$ cat config.mk
export PLATFORM = sky130hd
export DESIGN_NAME = uop_pipe_top
export DESIGN_NICKNAME = d
export VERILOG_FILES = /design/src/common/uop_pkg.sv /design/src/rtl/reg_file.sv /design/src/fetch/fetch_stage.sv /design/src/decode/decode_stage.sv /design/src/queue/uop_queue.sv /design/src/execute/execute_stage.sv /design/src/rtl/uop_pipe_top.sv
export SDC_FILE = /design/constraint.sdc
export NUM_CORES = 2
export LEC_CHECK = 0
export ABC_AREA = 0
export BUFFER_PORTS_ARGS = -buffer_cell sky130_fd_sc_hd__buf_2
export CAP_MARGIN = 20
export CORE_MARGIN = 1.5
export CORE_UTILIZATION = 55
export CTS_CLUSTER_SIZE = 16
export DETAILED_ROUTE_END_ITERATION = 10
export PLACE_DENSITY = 0.68
export SYNTH_ARGS = -nofsm -noshare
export SYNTH_HDL_FRONTEND = slang
export SYNTH_SLANG_ARGS = --single-unit
$ cat constraint.sdc
create_clock -name CLK -period 14.25 [get_ports CLK]
set_input_delay 0.7125 -clock CLK [delete_from_list [all_inputs] [get_ports CLK]]
set_output_delay 0.7125 -clock CLK [all_outputs]
set_load 0.02 [all_outputs]
$ cat src/common/uop_pkg.sv
// ##########################################################################
// shared types, operation enum, depths and reset pc for the micro-op pipe
// ##########################################################################
package uop_pkg;

    // data and instruction words
    typedef logic [31:0] word_t;
    typedef logic [31:0] pc_t;
    typedef logic [4:0]  reg_idx_t;

    // immediate already shifted into place
    typedef logic [31:0] imm_t;

    // holds 0..QUEUE_DEPTH
    typedef logic [2:0]  credit_cnt_t;

    typedef enum logic [3:0] {
        op_add,
        op_sub,
        op_and,
        op_or,
        op_xor,
        op_lui,
        op_auipc,
        op_ebreak,
        op_nop
    } alu_op_t;

    // fetch buffer entries, also initial source credits
    localparam int FETCH_DEPTH = 2;
    // micro-op queue entries, also initial decode credits
    localparam int QUEUE_DEPTH = 4;

    localparam pc_t RESET_PC = 32'h80000000;

    // rv32i major opcodes in use
    localparam logic [6:0] OPC_OP     = 7'b0110011;
    localparam logic [6:0] OPC_OP_IMM = 7'b0010011;
    localparam logic [6:0] OPC_LUI    = 7'b0110111;
    localparam logic [6:0] OPC_AUIPC  = 7'b0010111;

    // full ebreak encoding, matched as one word
    localparam word_t EBREAK_WORD = 32'h00100073;

endpackage

$ cat src/rtl/reg_file.sv
// ##########################################################################
// register file: x1..x31, two combinational reads, one write
// ##########################################################################
module reg_file (
    input  logic              CLK,
    input  logic              rst_n,
    input  uop_pkg::reg_idx_t rs1,
    input  uop_pkg::reg_idx_t rs2,
    output uop_pkg::word_t    rdata1,
    output uop_pkg::word_t    rdata2,
    input  logic              we,
    input  uop_pkg::reg_idx_t waddr,
    input  uop_pkg::word_t    wdata
);
    import uop_pkg::*;

    // x0 has no storage
    word_t regs [1:31];

    always_ff @(posedge CLK) begin
        if (!rst_n) begin
            for (int i = 1; i < 32; i++) begin
                regs[i] <= '0;
            end
        end else if (we && waddr != '0) begin
            regs[waddr] <= wdata;
        end
    end

    // reads show the value before this cycle's write
    assign rdata1 = (rs1 == '0) ? '0 : regs[rs1];
    assign rdata2 = (rs2 == '0) ? '0 : regs[rs2];

endmodule

$ cat src/fetch/fetch_stage.sv
// ##########################################################################
// fetch stage: two-entry instruction buffer with pc tagging
// and credit return toward the instruction source
// ##########################################################################
module fetch_stage (
    input  logic           CLK,
    input  logic           rst_n,
    input  logic           instr_valid,
    input  uop_pkg::word_t instr,
    output logic           instr_credit,
    output logic           fetch_valid,
    output uop_pkg::word_t fetch_instr,
    output uop_pkg::pc_t   fetch_pc,
    input  logic           fetch_pop
);
    import uop_pkg::*;

    // entry storage
    word_t instr_buf [FETCH_DEPTH];
    pc_t   pc_buf    [FETCH_DEPTH];

    logic [$clog2(FETCH_DEPTH)-1:0]   wr_ptr;
    logic [$clog2(FETCH_DEPTH)-1:0]   rd_ptr;
    logic [$clog2(FETCH_DEPTH+1)-1:0] count;
    // pc for the next accepted word
    pc_t next_pc;

    always_ff @(posedge CLK) begin
        if (!rst_n) begin
            wr_ptr  <= '0;
            rd_ptr  <= '0;
            count   <= '0;
            next_pc <= RESET_PC;
        end else begin
            if (instr_valid) begin
                wr_ptr  <= wr_ptr + 1'b1;
                next_pc <= next_pc + 32'd4;
            end
            if (fetch_pop) begin
                rd_ptr <= rd_ptr + 1'b1;
            end
            case ({instr_valid, fetch_pop})
                2'b10:   count <= count + 1'b1;
                2'b01:   count <= count - 1'b1;
                default: count <= count;
            endcase
        end
    end

    // payload, written at the tail
    always_ff @(posedge CLK) begin
        if (instr_valid) begin
            instr_buf[wr_ptr] <= instr;
            pc_buf[wr_ptr]    <= next_pc;
        end
    end

    // head entry toward decode
    assign fetch_valid = (count != '0);
    assign fetch_instr = instr_buf[rd_ptr];
    assign fetch_pc    = pc_buf[rd_ptr];

    // one credit back per entry leaving
    assign instr_credit = fetch_pop;

    // source must hold a credit before sending
    a_no_push_when_full: assert property (@(posedge CLK) disable iff (!rst_n)
        instr_valid |-> (count != FETCH_DEPTH));

endmodule

$ cat src/decode/decode_stage.sv
// ##########################################################################
// decode stage: rv32i subset decoder, registered micro-op output and
// credit counter toward the micro-op queue
// ##########################################################################
module decode_stage (
    input  logic              CLK,
    input  logic              rst_n,
    input  logic              fetch_valid,
    input  uop_pkg::word_t    fetch_instr,
    input  uop_pkg::pc_t      fetch_pc,
    output logic              fetch_pop,
    output logic              enq_valid,
    output uop_pkg::alu_op_t  uop_op,
    output uop_pkg::reg_idx_t uop_rd,
    output uop_pkg::reg_idx_t uop_rs1,
    output uop_pkg::reg_idx_t uop_rs2,
    output uop_pkg::imm_t     uop_imm,
    output logic              uop_use_imm,
    output logic              uop_writes_rd,
    output uop_pkg::pc_t      uop_pc,
    input  logic              uop_credit
);
    import uop_pkg::*;

    credit_cnt_t credits;

    // instruction fields
    logic [6:0] opcode;
    logic [2:0] funct3;
    logic [6:0] funct7;
    reg_idx_t   rd;

    // decoded micro-op before the register
    alu_op_t dec_op;
    imm_t    dec_imm;
    logic    dec_use_imm;
    logic    dec_writes;

    assign opcode = fetch_instr[6:0];
    assign funct3 = fetch_instr[14:12];
    assign funct7 = fetch_instr[31:25];
    assign rd     = fetch_instr[11:7];

    always_comb begin
        dec_op      = op_nop;
        dec_imm     = '0;
        dec_use_imm = 1'b0;
        case (opcode)
            OPC_OP: begin
                if (funct7 == 7'b0000000) begin
                    case (funct3)
                        3'b000:  dec_op = op_add;
                        3'b100:  dec_op = op_xor;
                        3'b110:  dec_op = op_or;
                        3'b111:  dec_op = op_and;
                        default: dec_op = op_nop;
                    endcase
                end else if (funct7 == 7'b0100000 && funct3 == 3'b000) begin
                    dec_op = op_sub;
                end
            end
            OPC_OP_IMM: begin
                // sign-extended 12-bit immediate
                dec_imm     = {{20{fetch_instr[31]}}, fetch_instr[31:20]};
                dec_use_imm = 1'b1;
                case (funct3)
                    3'b000:  dec_op = op_add;
                    3'b100:  dec_op = op_xor;
                    3'b110:  dec_op = op_or;
                    3'b111:  dec_op = op_and;
                    default: dec_op = op_nop;
                endcase
            end
            OPC_LUI: begin
                dec_op  = op_lui;
                dec_imm = {fetch_instr[31:12], 12'b0};
            end
            OPC_AUIPC: begin
                dec_op  = op_auipc;
                dec_imm = {fetch_instr[31:12], 12'b0};
            end
            default: begin
                if (fetch_instr == EBREAK_WORD) begin
                    dec_op = op_ebreak;
                end
            end
        endcase
    end

    // nop and ebreak never write, x0 writes dropped here
    assign dec_writes = (dec_op != op_nop) && (dec_op != op_ebreak) && (rd != '0);

    // consume only with a queue slot reserved
    assign fetch_pop = fetch_valid && (credits != '0);

    // credit spent at pop, queue write follows a cycle later
    always_ff @(posedge CLK) begin
        if (!rst_n) begin
            credits   <= credit_cnt_t'(QUEUE_DEPTH);
            enq_valid <= 1'b0;
        end else begin
            enq_valid <= fetch_pop;
            case ({fetch_pop, uop_credit})
                2'b10:   credits <= credits - 1'b1;
                2'b01:   credits <= credits + 1'b1;
                default: credits <= credits;
            endcase
        end
    end

    // micro-op payload
    always_ff @(posedge CLK) begin
        if (fetch_pop) begin
            uop_op        <= dec_op;
            uop_rd        <= rd;
            uop_rs1       <= fetch_instr[19:15];
            uop_rs2       <= fetch_instr[24:20];
            uop_imm       <= dec_imm;
            uop_use_imm   <= dec_use_imm;
            uop_writes_rd <= dec_writes;
            uop_pc        <= fetch_pc;
        end
    end

    // queue returns at most what was spent
    a_credit_bound: assert property (@(posedge CLK) disable iff (!rst_n)
        credits <= QUEUE_DEPTH);

endmodule

$ cat src/queue/uop_queue.sv
// ##########################################################################
// micro-op queue: circular fifo between decode and execute,
// one credit back to decode per pop
// ##########################################################################
module uop_queue (
    input  logic              CLK,
    input  logic              rst_n,
    input  logic              enq_valid,
    input  uop_pkg::alu_op_t  uop_op,
    input  uop_pkg::reg_idx_t uop_rd,
    input  uop_pkg::reg_idx_t uop_rs1,
    input  uop_pkg::reg_idx_t uop_rs2,
    input  uop_pkg::imm_t     uop_imm,
    input  logic              uop_use_imm,
    input  logic              uop_writes_rd,
    input  uop_pkg::pc_t      uop_pc,
    output logic              deq_ready,
    input  logic              deq_pop,
    output uop_pkg::alu_op_t  head_op,
    output uop_pkg::reg_idx_t head_rd,
    output uop_pkg::reg_idx_t head_rs1,
    output uop_pkg::reg_idx_t head_rs2,
    output uop_pkg::imm_t     head_imm,
    output logic              head_use_imm,
    output logic              head_writes_rd,
    output uop_pkg::pc_t      head_pc,
    output logic              uop_credit
);
    import uop_pkg::*;

    // one array per micro-op field
    alu_op_t  q_op        [QUEUE_DEPTH];
    reg_idx_t q_rd        [QUEUE_DEPTH];
    reg_idx_t q_rs1       [QUEUE_DEPTH];
    reg_idx_t q_rs2       [QUEUE_DEPTH];
    imm_t     q_imm       [QUEUE_DEPTH];
    logic     q_use_imm   [QUEUE_DEPTH];
    logic     q_writes_rd [QUEUE_DEPTH];
    pc_t      q_pc        [QUEUE_DEPTH];

    logic [$clog2(QUEUE_DEPTH)-1:0] wr_ptr;
    logic [$clog2(QUEUE_DEPTH)-1:0] rd_ptr;
    credit_cnt_t                    count;

    always_ff @(posedge CLK) begin
        if (!rst_n) begin
            wr_ptr <= '0;
            rd_ptr <= '0;
            count  <= '0;
        end else begin
            if (enq_valid) begin
                wr_ptr <= wr_ptr + 1'b1;
            end
            if (deq_pop) begin
                rd_ptr <= rd_ptr + 1'b1;
            end
            case ({enq_valid, deq_pop})
                2'b10:   count <= count + 1'b1;
                2'b01:   count <= count - 1'b1;
                default: count <= count;
            endcase
        end
    end

    always_ff @(posedge CLK) begin
        if (enq_valid) begin
            q_op[wr_ptr]        <= uop_op;
            q_rd[wr_ptr]        <= uop_rd;
            q_rs1[wr_ptr]       <= uop_rs1;
            q_rs2[wr_ptr]       <= uop_rs2;
            q_imm[wr_ptr]       <= uop_imm;
            q_use_imm[wr_ptr]   <= uop_use_imm;
            q_writes_rd[wr_ptr] <= uop_writes_rd;
            q_pc[wr_ptr]        <= uop_pc;
        end
    end

    // head visible once count is up
    assign deq_ready      = (count != '0);
    assign head_op        = q_op[rd_ptr];
    assign head_rd        = q_rd[rd_ptr];
    assign head_rs1       = q_rs1[rd_ptr];
    assign head_rs2       = q_rs2[rd_ptr];
    assign head_imm       = q_imm[rd_ptr];
    assign head_use_imm   = q_use_imm[rd_ptr];
    assign head_writes_rd = q_writes_rd[rd_ptr];
    assign head_pc        = q_pc[rd_ptr];

    // freed slot goes straight back to decode
    assign uop_credit = deq_pop;

    // decode credits keep writes off a full queue
    a_no_write_full: assert property (@(posedge CLK) disable iff (!rst_n)
        enq_valid |-> (count != QUEUE_DEPTH));
    a_no_pop_empty: assert property (@(posedge CLK) disable iff (!rst_n)
        deq_pop |-> (count != '0));

endmodule

$ cat src/execute/execute_stage.sv
// ##########################################################################
// execute stage: operand read with writeback forwarding, alu,
// writeback register and sticky halt
// ##########################################################################
module execute_stage (
    input  logic              CLK,
    input  logic              rst_n,
    input  logic              deq_ready,
    output logic              deq_pop,
    input  uop_pkg::alu_op_t  head_op,
    input  uop_pkg::reg_idx_t head_rd,
    input  uop_pkg::reg_idx_t head_rs1,
    input  uop_pkg::reg_idx_t head_rs2,
    input  uop_pkg::imm_t     head_imm,
    input  logic              head_use_imm,
    input  logic              head_writes_rd,
    input  uop_pkg::pc_t      head_pc,
    output uop_pkg::reg_idx_t rf_rs1,
    output uop_pkg::reg_idx_t rf_rs2,
    input  uop_pkg::word_t    rf_rdata1,
    input  uop_pkg::word_t    rf_rdata2,
    output logic              wb_valid,
    output uop_pkg::reg_idx_t wb_rd,
    output uop_pkg::word_t    wb_data,
    output logic              halt
);
    import uop_pkg::*;

    logic  fwd1;
    logic  fwd2;
    word_t src1;
    word_t src2;
    word_t op_b;
    word_t alu_result;

    // one micro-op per cycle until halted
    assign deq_pop = deq_ready && !halt;

    assign rf_rs1 = head_rs1;
    assign rf_rs2 = head_rs2;

    // file write lands this edge, so the read is stale
    assign fwd1 = wb_valid && (wb_rd == head_rs1) && (head_rs1 != '0);
    assign fwd2 = wb_valid && (wb_rd == head_rs2) && (head_rs2 != '0);
    assign src1 = fwd1 ? wb_data : rf_rdata1;
    assign src2 = fwd2 ? wb_data : rf_rdata2;

    assign op_b = head_use_imm ? head_imm : src2;

    always_comb begin
        case (head_op)
            op_add:   alu_result = src1 + op_b;
            op_sub:   alu_result = src1 - op_b;
            op_and:   alu_result = src1 & op_b;
            op_or:    alu_result = src1 | op_b;
            op_xor:   alu_result = src1 ^ op_b;
            op_lui:   alu_result = head_imm;
            op_auipc: alu_result = head_pc + head_imm;
            // ebreak and nop produce nothing
            default:  alu_result = '0;
        endcase
    end

    always_ff @(posedge CLK) begin
        if (!rst_n) begin
            wb_valid <= 1'b0;
            halt     <= 1'b0;
        end else begin
            wb_valid <= deq_pop && head_writes_rd;
            if (deq_pop && head_op == op_ebreak) begin
                halt <= 1'b1;
            end
        end
    end

    // writeback payload, qualified by wb_valid
    always_ff @(posedge CLK) begin
        if (deq_pop) begin
            wb_rd   <= head_rd;
            wb_data <= alu_result;
        end
    end

    // nothing retires once halted
    a_quiet_after_halt: assert property (@(posedge CLK) disable iff (!rst_n)
        halt |-> !wb_valid);

endmodule

$ cat src/rtl/uop_pipe_top.sv
// ##########################################################################
// pipeline top: fetch, decode, micro-op queue, execute and register file
// ##########################################################################
module uop_pipe_top (
    input  logic              CLK,
    input  logic              rst_n,
    input  logic              instr_valid,
    input  uop_pkg::word_t    instr,
    output logic              instr_credit,
    output logic              wb_valid,
    output uop_pkg::reg_idx_t wb_rd,
    output uop_pkg::word_t    wb_data,
    output logic              halt
);
    import uop_pkg::*;

    // fetch to decode
    logic  fetch_valid;
    word_t fetch_instr;
    pc_t   fetch_pc;
    logic  fetch_pop;

    // decode to queue
    logic     enq_valid;
    alu_op_t  uop_op;
    reg_idx_t uop_rd;
    reg_idx_t uop_rs1;
    reg_idx_t uop_rs2;
    imm_t     uop_imm;
    logic     uop_use_imm;
    logic     uop_writes_rd;
    pc_t      uop_pc;
    logic     uop_credit;

    // queue head to execute
    logic     deq_ready;
    logic     deq_pop;
    alu_op_t  head_op;
    reg_idx_t head_rd;
    reg_idx_t head_rs1;
    reg_idx_t head_rs2;
    imm_t     head_imm;
    logic     head_use_imm;
    logic     head_writes_rd;
    pc_t      head_pc;

    // register file reads
    reg_idx_t rf_rs1;
    reg_idx_t rf_rs2;
    word_t    rf_rdata1;
    word_t    rf_rdata2;

    fetch_stage fetch_i (
        .CLK          (CLK),
        .rst_n        (rst_n),
        .instr_valid  (instr_valid),
        .instr        (instr),
        .instr_credit (instr_credit),
        .fetch_valid  (fetch_valid),
        .fetch_instr  (fetch_instr),
        .fetch_pc     (fetch_pc),
        .fetch_pop    (fetch_pop)
    );

    decode_stage decode_i (
        .CLK           (CLK),
        .rst_n         (rst_n),
        .fetch_valid   (fetch_valid),
        .fetch_instr   (fetch_instr),
        .fetch_pc      (fetch_pc),
        .fetch_pop     (fetch_pop),
        .enq_valid     (enq_valid),
        .uop_op        (uop_op),
        .uop_rd        (uop_rd),
        .uop_rs1       (uop_rs1),
        .uop_rs2       (uop_rs2),
        .uop_imm       (uop_imm),
        .uop_use_imm   (uop_use_imm),
        .uop_writes_rd (uop_writes_rd),
        .uop_pc        (uop_pc),
        .uop_credit    (uop_credit)
    );

    uop_queue queue_i (
        .CLK            (CLK),
        .rst_n          (rst_n),
        .enq_valid      (enq_valid),
        .uop_op         (uop_op),
        .uop_rd         (uop_rd),
        .uop_rs1        (uop_rs1),
        .uop_rs2        (uop_rs2),
        .uop_imm        (uop_imm),
        .uop_use_imm    (uop_use_imm),
        .uop_writes_rd  (uop_writes_rd),
        .uop_pc         (uop_pc),
        .deq_ready      (deq_ready),
        .deq_pop        (deq_pop),
        .head_op        (head_op),
        .head_rd        (head_rd),
        .head_rs1       (head_rs1),
        .head_rs2       (head_rs2),
        .head_imm       (head_imm),
        .head_use_imm   (head_use_imm),
        .head_writes_rd (head_writes_rd),
        .head_pc        (head_pc),
        .uop_credit     (uop_credit)
    );

    execute_stage execute_i (
        .CLK            (CLK),
        .rst_n          (rst_n),
        .deq_ready      (deq_ready),
        .deq_pop        (deq_pop),
        .head_op        (head_op),
        .head_rd        (head_rd),
        .head_rs1       (head_rs1),
        .head_rs2       (head_rs2),
        .head_imm       (head_imm),
        .head_use_imm   (head_use_imm),
        .head_writes_rd (head_writes_rd),
        .head_pc        (head_pc),
        .rf_rs1         (rf_rs1),
        .rf_rs2         (rf_rs2),
        .rf_rdata1      (rf_rdata1),
        .rf_rdata2      (rf_rdata2),
        .wb_valid       (wb_valid),
        .wb_rd          (wb_rd),
        .wb_data        (wb_data),
        .halt           (halt)
    );

    // file write port fed by the writeback register
    reg_file rf_i (
        .CLK    (CLK),
        .rst_n  (rst_n),
        .rs1    (rf_rs1),
        .rs2    (rf_rs2),
        .rdata1 (rf_rdata1),
        .rdata2 (rf_rdata2),
        .we     (wb_valid),
        .waddr  (wb_rd),
        .wdata  (wb_data)
    );

endmodule

== After elaboration in Yosys (flattened, before gate mapping) ==
Memories as Yosys holds them, arrays and structs flattened. A register that Yosys moved wholly into a read port is not among the register bits.
Index checks and enable logic that the tools add are counted.

* Output and inout bits: 40
* RAM bits: 1460
* Word-level logic and storage cells: 146
* Flip-flop bits (word level): 134
* Memories: 11

{| class="wikitable"
|+ Memory list
! name !! depth !! bits a word !! rd ports !! clocked after memory_dff !! wr ports !! line !! text
|-
| rf_i.regs || 31 || 32 || 2 || 0 || 31 || reg_file.sv:18 || <nowiki>word_t regs [1:31];</nowiki>
|-
| queue_i.q_imm || 4 || 32 || 1 || 1 || 1 || uop_queue.sv:36 || <nowiki>imm_t q_imm [QUEUE_DEPTH];</nowiki>
|-
| queue_i.q_pc || 4 || 32 || 1 || 1 || 1 || uop_queue.sv:39 || <nowiki>pc_t q_pc [QUEUE_DEPTH];</nowiki>
|-
| fetch_i.instr_buf || 2 || 32 || 1 || 1 || 1 || fetch_stage.sv:19 || <nowiki>word_t instr_buf [FETCH_DEPTH];</nowiki>
|-
| fetch_i.pc_buf || 2 || 32 || 1 || 1 || 1 || fetch_stage.sv:20 || <nowiki>pc_t pc_buf [FETCH_DEPTH];</nowiki>
|-
| queue_i.q_rd || 4 || 5 || 1 || 1 || 1 || uop_queue.sv:33 || <nowiki>reg_idx_t q_rd [QUEUE_DEPTH];</nowiki>
|-
| 5 more memories || n/a || n/a || n/a || n/a || n/a || n/a ||
|}

* Muxes and demuxes: 43
* Add/sub/neg operators: 14
* Bitwise logic cells: 3
* Equal/unequal tests: 26
* Reductions and logical operators: 30

{| class="wikitable"
|+ Operator list
! kind !! number
|-
| case mux 32 bit (7 select lines) || 1
|-
| two-way mux 32 bit || 6
|-
| adder 32 bit || 2
|-
| case mux 32 bit (2 select lines) || 1
|-
| adder 32 x 3 -> 32 bit (second input constant) || 1
|-
| bitwise AND 32 bit || 1
|-
| == test 32 x 21 -> 1 bit (second input constant) || 1
|-
| bitwise OR 32 bit || 1
|-
| case mux 4 bit (4 select lines) || 2
|-
| OR reduction 32 bit || 1
|-
| subtractor 32 bit || 1
|-
| bitwise XOR 32 bit || 1
|-
| two-way mux 2 bit || 14
|-
| == test 7 x 6 -> 1 bit (second input constant) || 3
|-
| nonzero test 5 bit || 4
|-
| == test 4 x 3 -> 1 bit (second input constant) || 4
|-
| == test 7 x 5 -> 1 bit (second input constant) || 2
|-
| logical AND 1 bit || 12
|-
| two-way mux 1 bit || 12
|-
| two-way mux 4 bit || 3
|-
| case mux 3 bit (2 select lines) || 2
|-
| == test 5 bit || 2
|-
| zero test 5 bit || 2
|-
| == test 3 bit (second input constant) || 3
|-
| other kinds (20) || 34
|}

== Depth between registers and ports, before layout ==
* Depth in word-level cells: 8
* Gate-level depth with buffers: 30
* Mapped depth without buffers: 25

== Modules after synthesis ==
From an unflattened synthesis, not the netlist that was laid out.

* Cell total of the unflattened synthesis: 5644
* Area total of the unflattened synthesis: 85071.6 um2

{| class="wikitable"
|+ Modules (own cells, without submodules)
! module !! area an instance (um2) !! instances !! cells an instance !! seq. area each (um2)
|-
| reg_file || 54214.5 || 1 || 3505 || 30749.5
|-
| uop_queue || 12762.2 || 1 || 486 || 10390.0
|-
| execute_stage || 8700.8 || 1 || 1084 || 1151.1
|-
| fetch_stage || 6130.9 || 1 || 387 || 4424.2
|-
| decode_stage || 3263.1 || 1 || 182 || 2632.5
|}

== Worst setup path after synthesis ==
OpenSTA, ideal clock, no wires.

* Path kind: register to register
* From: register with a tool-made name
* To: register execute_i.wb_data[30], data pin
* Setup slack: 7.557 ns
* Period minus slack after synthesis: 6.693 ns
* Cell stages (with the launch flop): 27
* Library setup time: 0.158 ns
* Data arrival time: 6.536 ns
* Path buffers: 6
* Path through: dfxtp_1 buf_6 buf_2 mux4_2 buf_2 buf_2 buf_2 buf_1 mux4_2 mux4_2 nand2_1 a21oi_1 a21oi_1 ha_1 fa_1 nor2b_1 o21ai_0 a21boi_0 o21ai_0 a211oi_1 o311ai_0 o211ai_1 nand2_1 o21ai_0 o311ai_0 mux2_2 o211ai_1

{| class="wikitable"
|+ RTL lines
! element !! line !! text
|-
| end signal, assigned || execute_stage.sv:80 || <nowiki>wb_data <= alu_result;</nowiki>
|-
| end, declared || execute_stage.sv:24 || <nowiki>output uop_pkg::word_t wb_data,</nowiki>
|}

==> reports/metrics.csv <==
metric,value,unit
critPathKind,reg -> reg,
root_buffer,clkbuf_16,
hold_ws,0.0530,ns
nNetsFinal,6189,
synth_warnings,0,
drtIter0Drc,7449,
slew_headroom,16.4,%
grt_setup_unrepaired,false,
yosys-top-cells-count,"edfxtp_1 (1600), and2_1 (1026), mux4_2 (450), mux2i_1 (420), nand2_1 (413)",
async_reset_ff_share,0,%
cts_resized,0,
synth_edf_count,1600,
post-route-min-period,9.30,ns
endpoint_kind,register,
cts.sinks,1650,
hold_viol,0,
vias,54700,
period_share,65.2,%
area_growth,10.5,%
critPathMaxStageDelay,1.05,ns
htreeDepth,4,
ant_nets,0,
power_density,238,nW/um2
dr.pass1.iters,8,
synth_cell_types,90,
cts_setup_buffers,0,
cts_made_buffers,175,
design_area,93800,um2
grt_pass1_vias,53400,
ir_drop,0.000183,V
synth.most_common_cell,edfxtp_1,
hp-class,in -> reg,
die-area,157000,um2
setup_viol,0,
insertion_delay,0.85,ns
fin_tns_setup,0,ns
tritoncts,done,
critPathArrivalTime,9.98,ns
cts_hold_buf,15,
syn_area_per_cell,14.0,um2
p_leak,34.0,nW
grt_pass1_wl,382000,um
critPathSlowestCell,mux4_4,
synthTopCellsByArea,"edfxtp_1 (57%), mux4_2 (12%), and2_1 (7.6%)",
die_w,396,um
hpwl,162000,um
synth-seq-cells,1650,
crit_fanout,53,
grtUsageTotal,34.2,%
status,completed,
max_freq,108,MHz
synth_area_leader_cell,edfxtp_1,
worstPathRequired,14.94,ns
synth-seq-area-share,57.7,%
clk_path_buf_depth,3,
drive_gt1_share,18.3,%
synth_ff_type,edfxtp_1,
clkTransAtPathRegs,0.07,ns
cap_viol_max_count,0,
start_util,55.3,%
core_area,154000,um2
synthCells,6063,
portBuffers,74,
syn_area,85000,um2
drt_wl_total,269000,um
grt_antenna_before_repair,15,
die_height,396,um
io_pins,75,
skew,0.0558,ns
wl_per_cell,32.7,um
drv_slew,0,
reg2regPathDepth,25,
drc,0,
row_count,144,
tightest_slew,1.25,ns
yosys.area.top_type_share,56.5,%
gp_congestion,1.00,
routed_via_density,6.66,
critPathLaunchType,register,
grt_max_degree,127,
min_path_cells,1,
dpl_cell_area,87900,um2
grt-ovfl-total,0,
[through the flow]
stage / power, mW / setup slack, ns / std cells / utilization [%]
floorplan: 13.6 / 7.56 / 6094 / -
global placement: 17.3 / 5.36 / 7866 / 57.2
detailed placement: 17.4 / 5.24 / 7867 / 57.2
CTS: 22.0 / 5.20 / 8206 / 61.0
global route: 23.0 / 4.54 / 8208 / 61.0
finish: 22.3 / 4.95 / 8217 / 61.1
[worst max-delay path, delay by kind of cell (launching register included)]
family	cells	cell delay [ns]
AO/OA/AOI/OAI	11	3.06
XOR/XNOR	1	0.16
adder cells (fa/ha/maj)	1	0.35
buffers and inverters	3	1.65
flip-flops	1	0.68
multiplexers	3	1.70
AND/OR/NAND/NOR	6	1.42
[layout by cell type, fill, tap and decap left out, types with 33 or more instances in the layout]
cell type	count
o21ai_0	95
clkbuf_16	177
nor2_1	97
mux2i_1	420
o21ai_4	35
dfxtp_1	47
a32oi_1	43
edfxtp_1	1600
nor2b_1	78
and2_1	1020
a211oi_1	80
nand3_1	33
buf_2	73
a21oi_1	141
inv_1	115
ha_1	133
clkbuf_1	35
nand2_1	412
nor3_1	57
mux2_2	46
a311o_1	50
xnor2_1	94
buf_4	162
clkinv_2	39
a21o_1	48
mux4_2	443
[where the power goes]
part | leakage [nW] | internal, mW | switching [mW]
sequential | 16.3 | 6.01 | 0.307
clock | 2.81 | 2.59 | 1.98
combinational | 14.9 | 4.03 | 7.37
total | 34.0 | 12.6 | 9.66
[area by class of cell]
cell class / count / area [um2]
Fill cell: 11500 / 59800
Timing Repair Buffer: 258 / 1890
Multi-Input combinational cell: 3816 / 34100
Tap cell: 2044 / 2560
Clock buffer: 218 / 4640
Clock inverter: 106 / 1130
Sequential cell: 1650 / 49100
Inverter: 116 / 437
Antenna cell: 9 / 22.5
[routing by layer]
metal / track usage (%) / vias to the layer above / share of wire (%)
met2: 52.1 / 3401 / 45
met3: 8.28 / 647 / 11
met4: 16.7 / 0 / 5.2
met5: 0 / - / 0
met1: 46.2 / 27800 / 38
li1: - / 22800 / -
[state kept, by name, indices dropped and copies added, names as in the netlist, 5 cells and up, named ones only]
name	count
queue_i.q_rs1	20
queue_i.q_pc	120
decode_i.uop_rs1	5
decode_i.uop_rd	5
execute_i.wb_rd	5
queue_i.q_rd	20
decode_i.uop_pc	30
decode_i.uop_rs2	5
queue_i.q_op	16
fetch_i.next_pc	30
execute_i.wb_data	32
fetch_i.pc_buf	60
rf_i.regs	1024
queue_i.q_imm	128
fetch_i.instr_buf	64
decode_i.uop_imm	32
queue_i.q_rs2	20
[cell families (layout without fill, tap and decap cells)]
kind of cell    count (synthesis)  count (layout)  share of synthesized area, %
compound gates                729             729                          6.21
xor+xnor                      121             121                          1.25
fa+ha+maj                     137             137                          2.05
buf+inv                       628             698                          3.02
flops                        1650            1650                          57.7
mux                           918             918                          17.5
other cells                     1              41                       0.00441
simple gates                 1879            1879                          12.2
[final timing paths]
| check | endpoint | startpoint | slack (ns) |
|---|---|---|---|
| worst max-delay path | execute_i.wb_data[30] | register | 4.95 |
| worst min-delay path | fetch_i.instr_buf[0][15] | instr[15] | 0.05 |
| worst max register to register | execute_i.wb_data[30] | register | 4.95 |
| worst min register to register | fetch_i.pc_buf[0][31] | fetch_i.next_pc[31] | 0.47 |
Note: power is estimated with default switching activity, not from simulation.
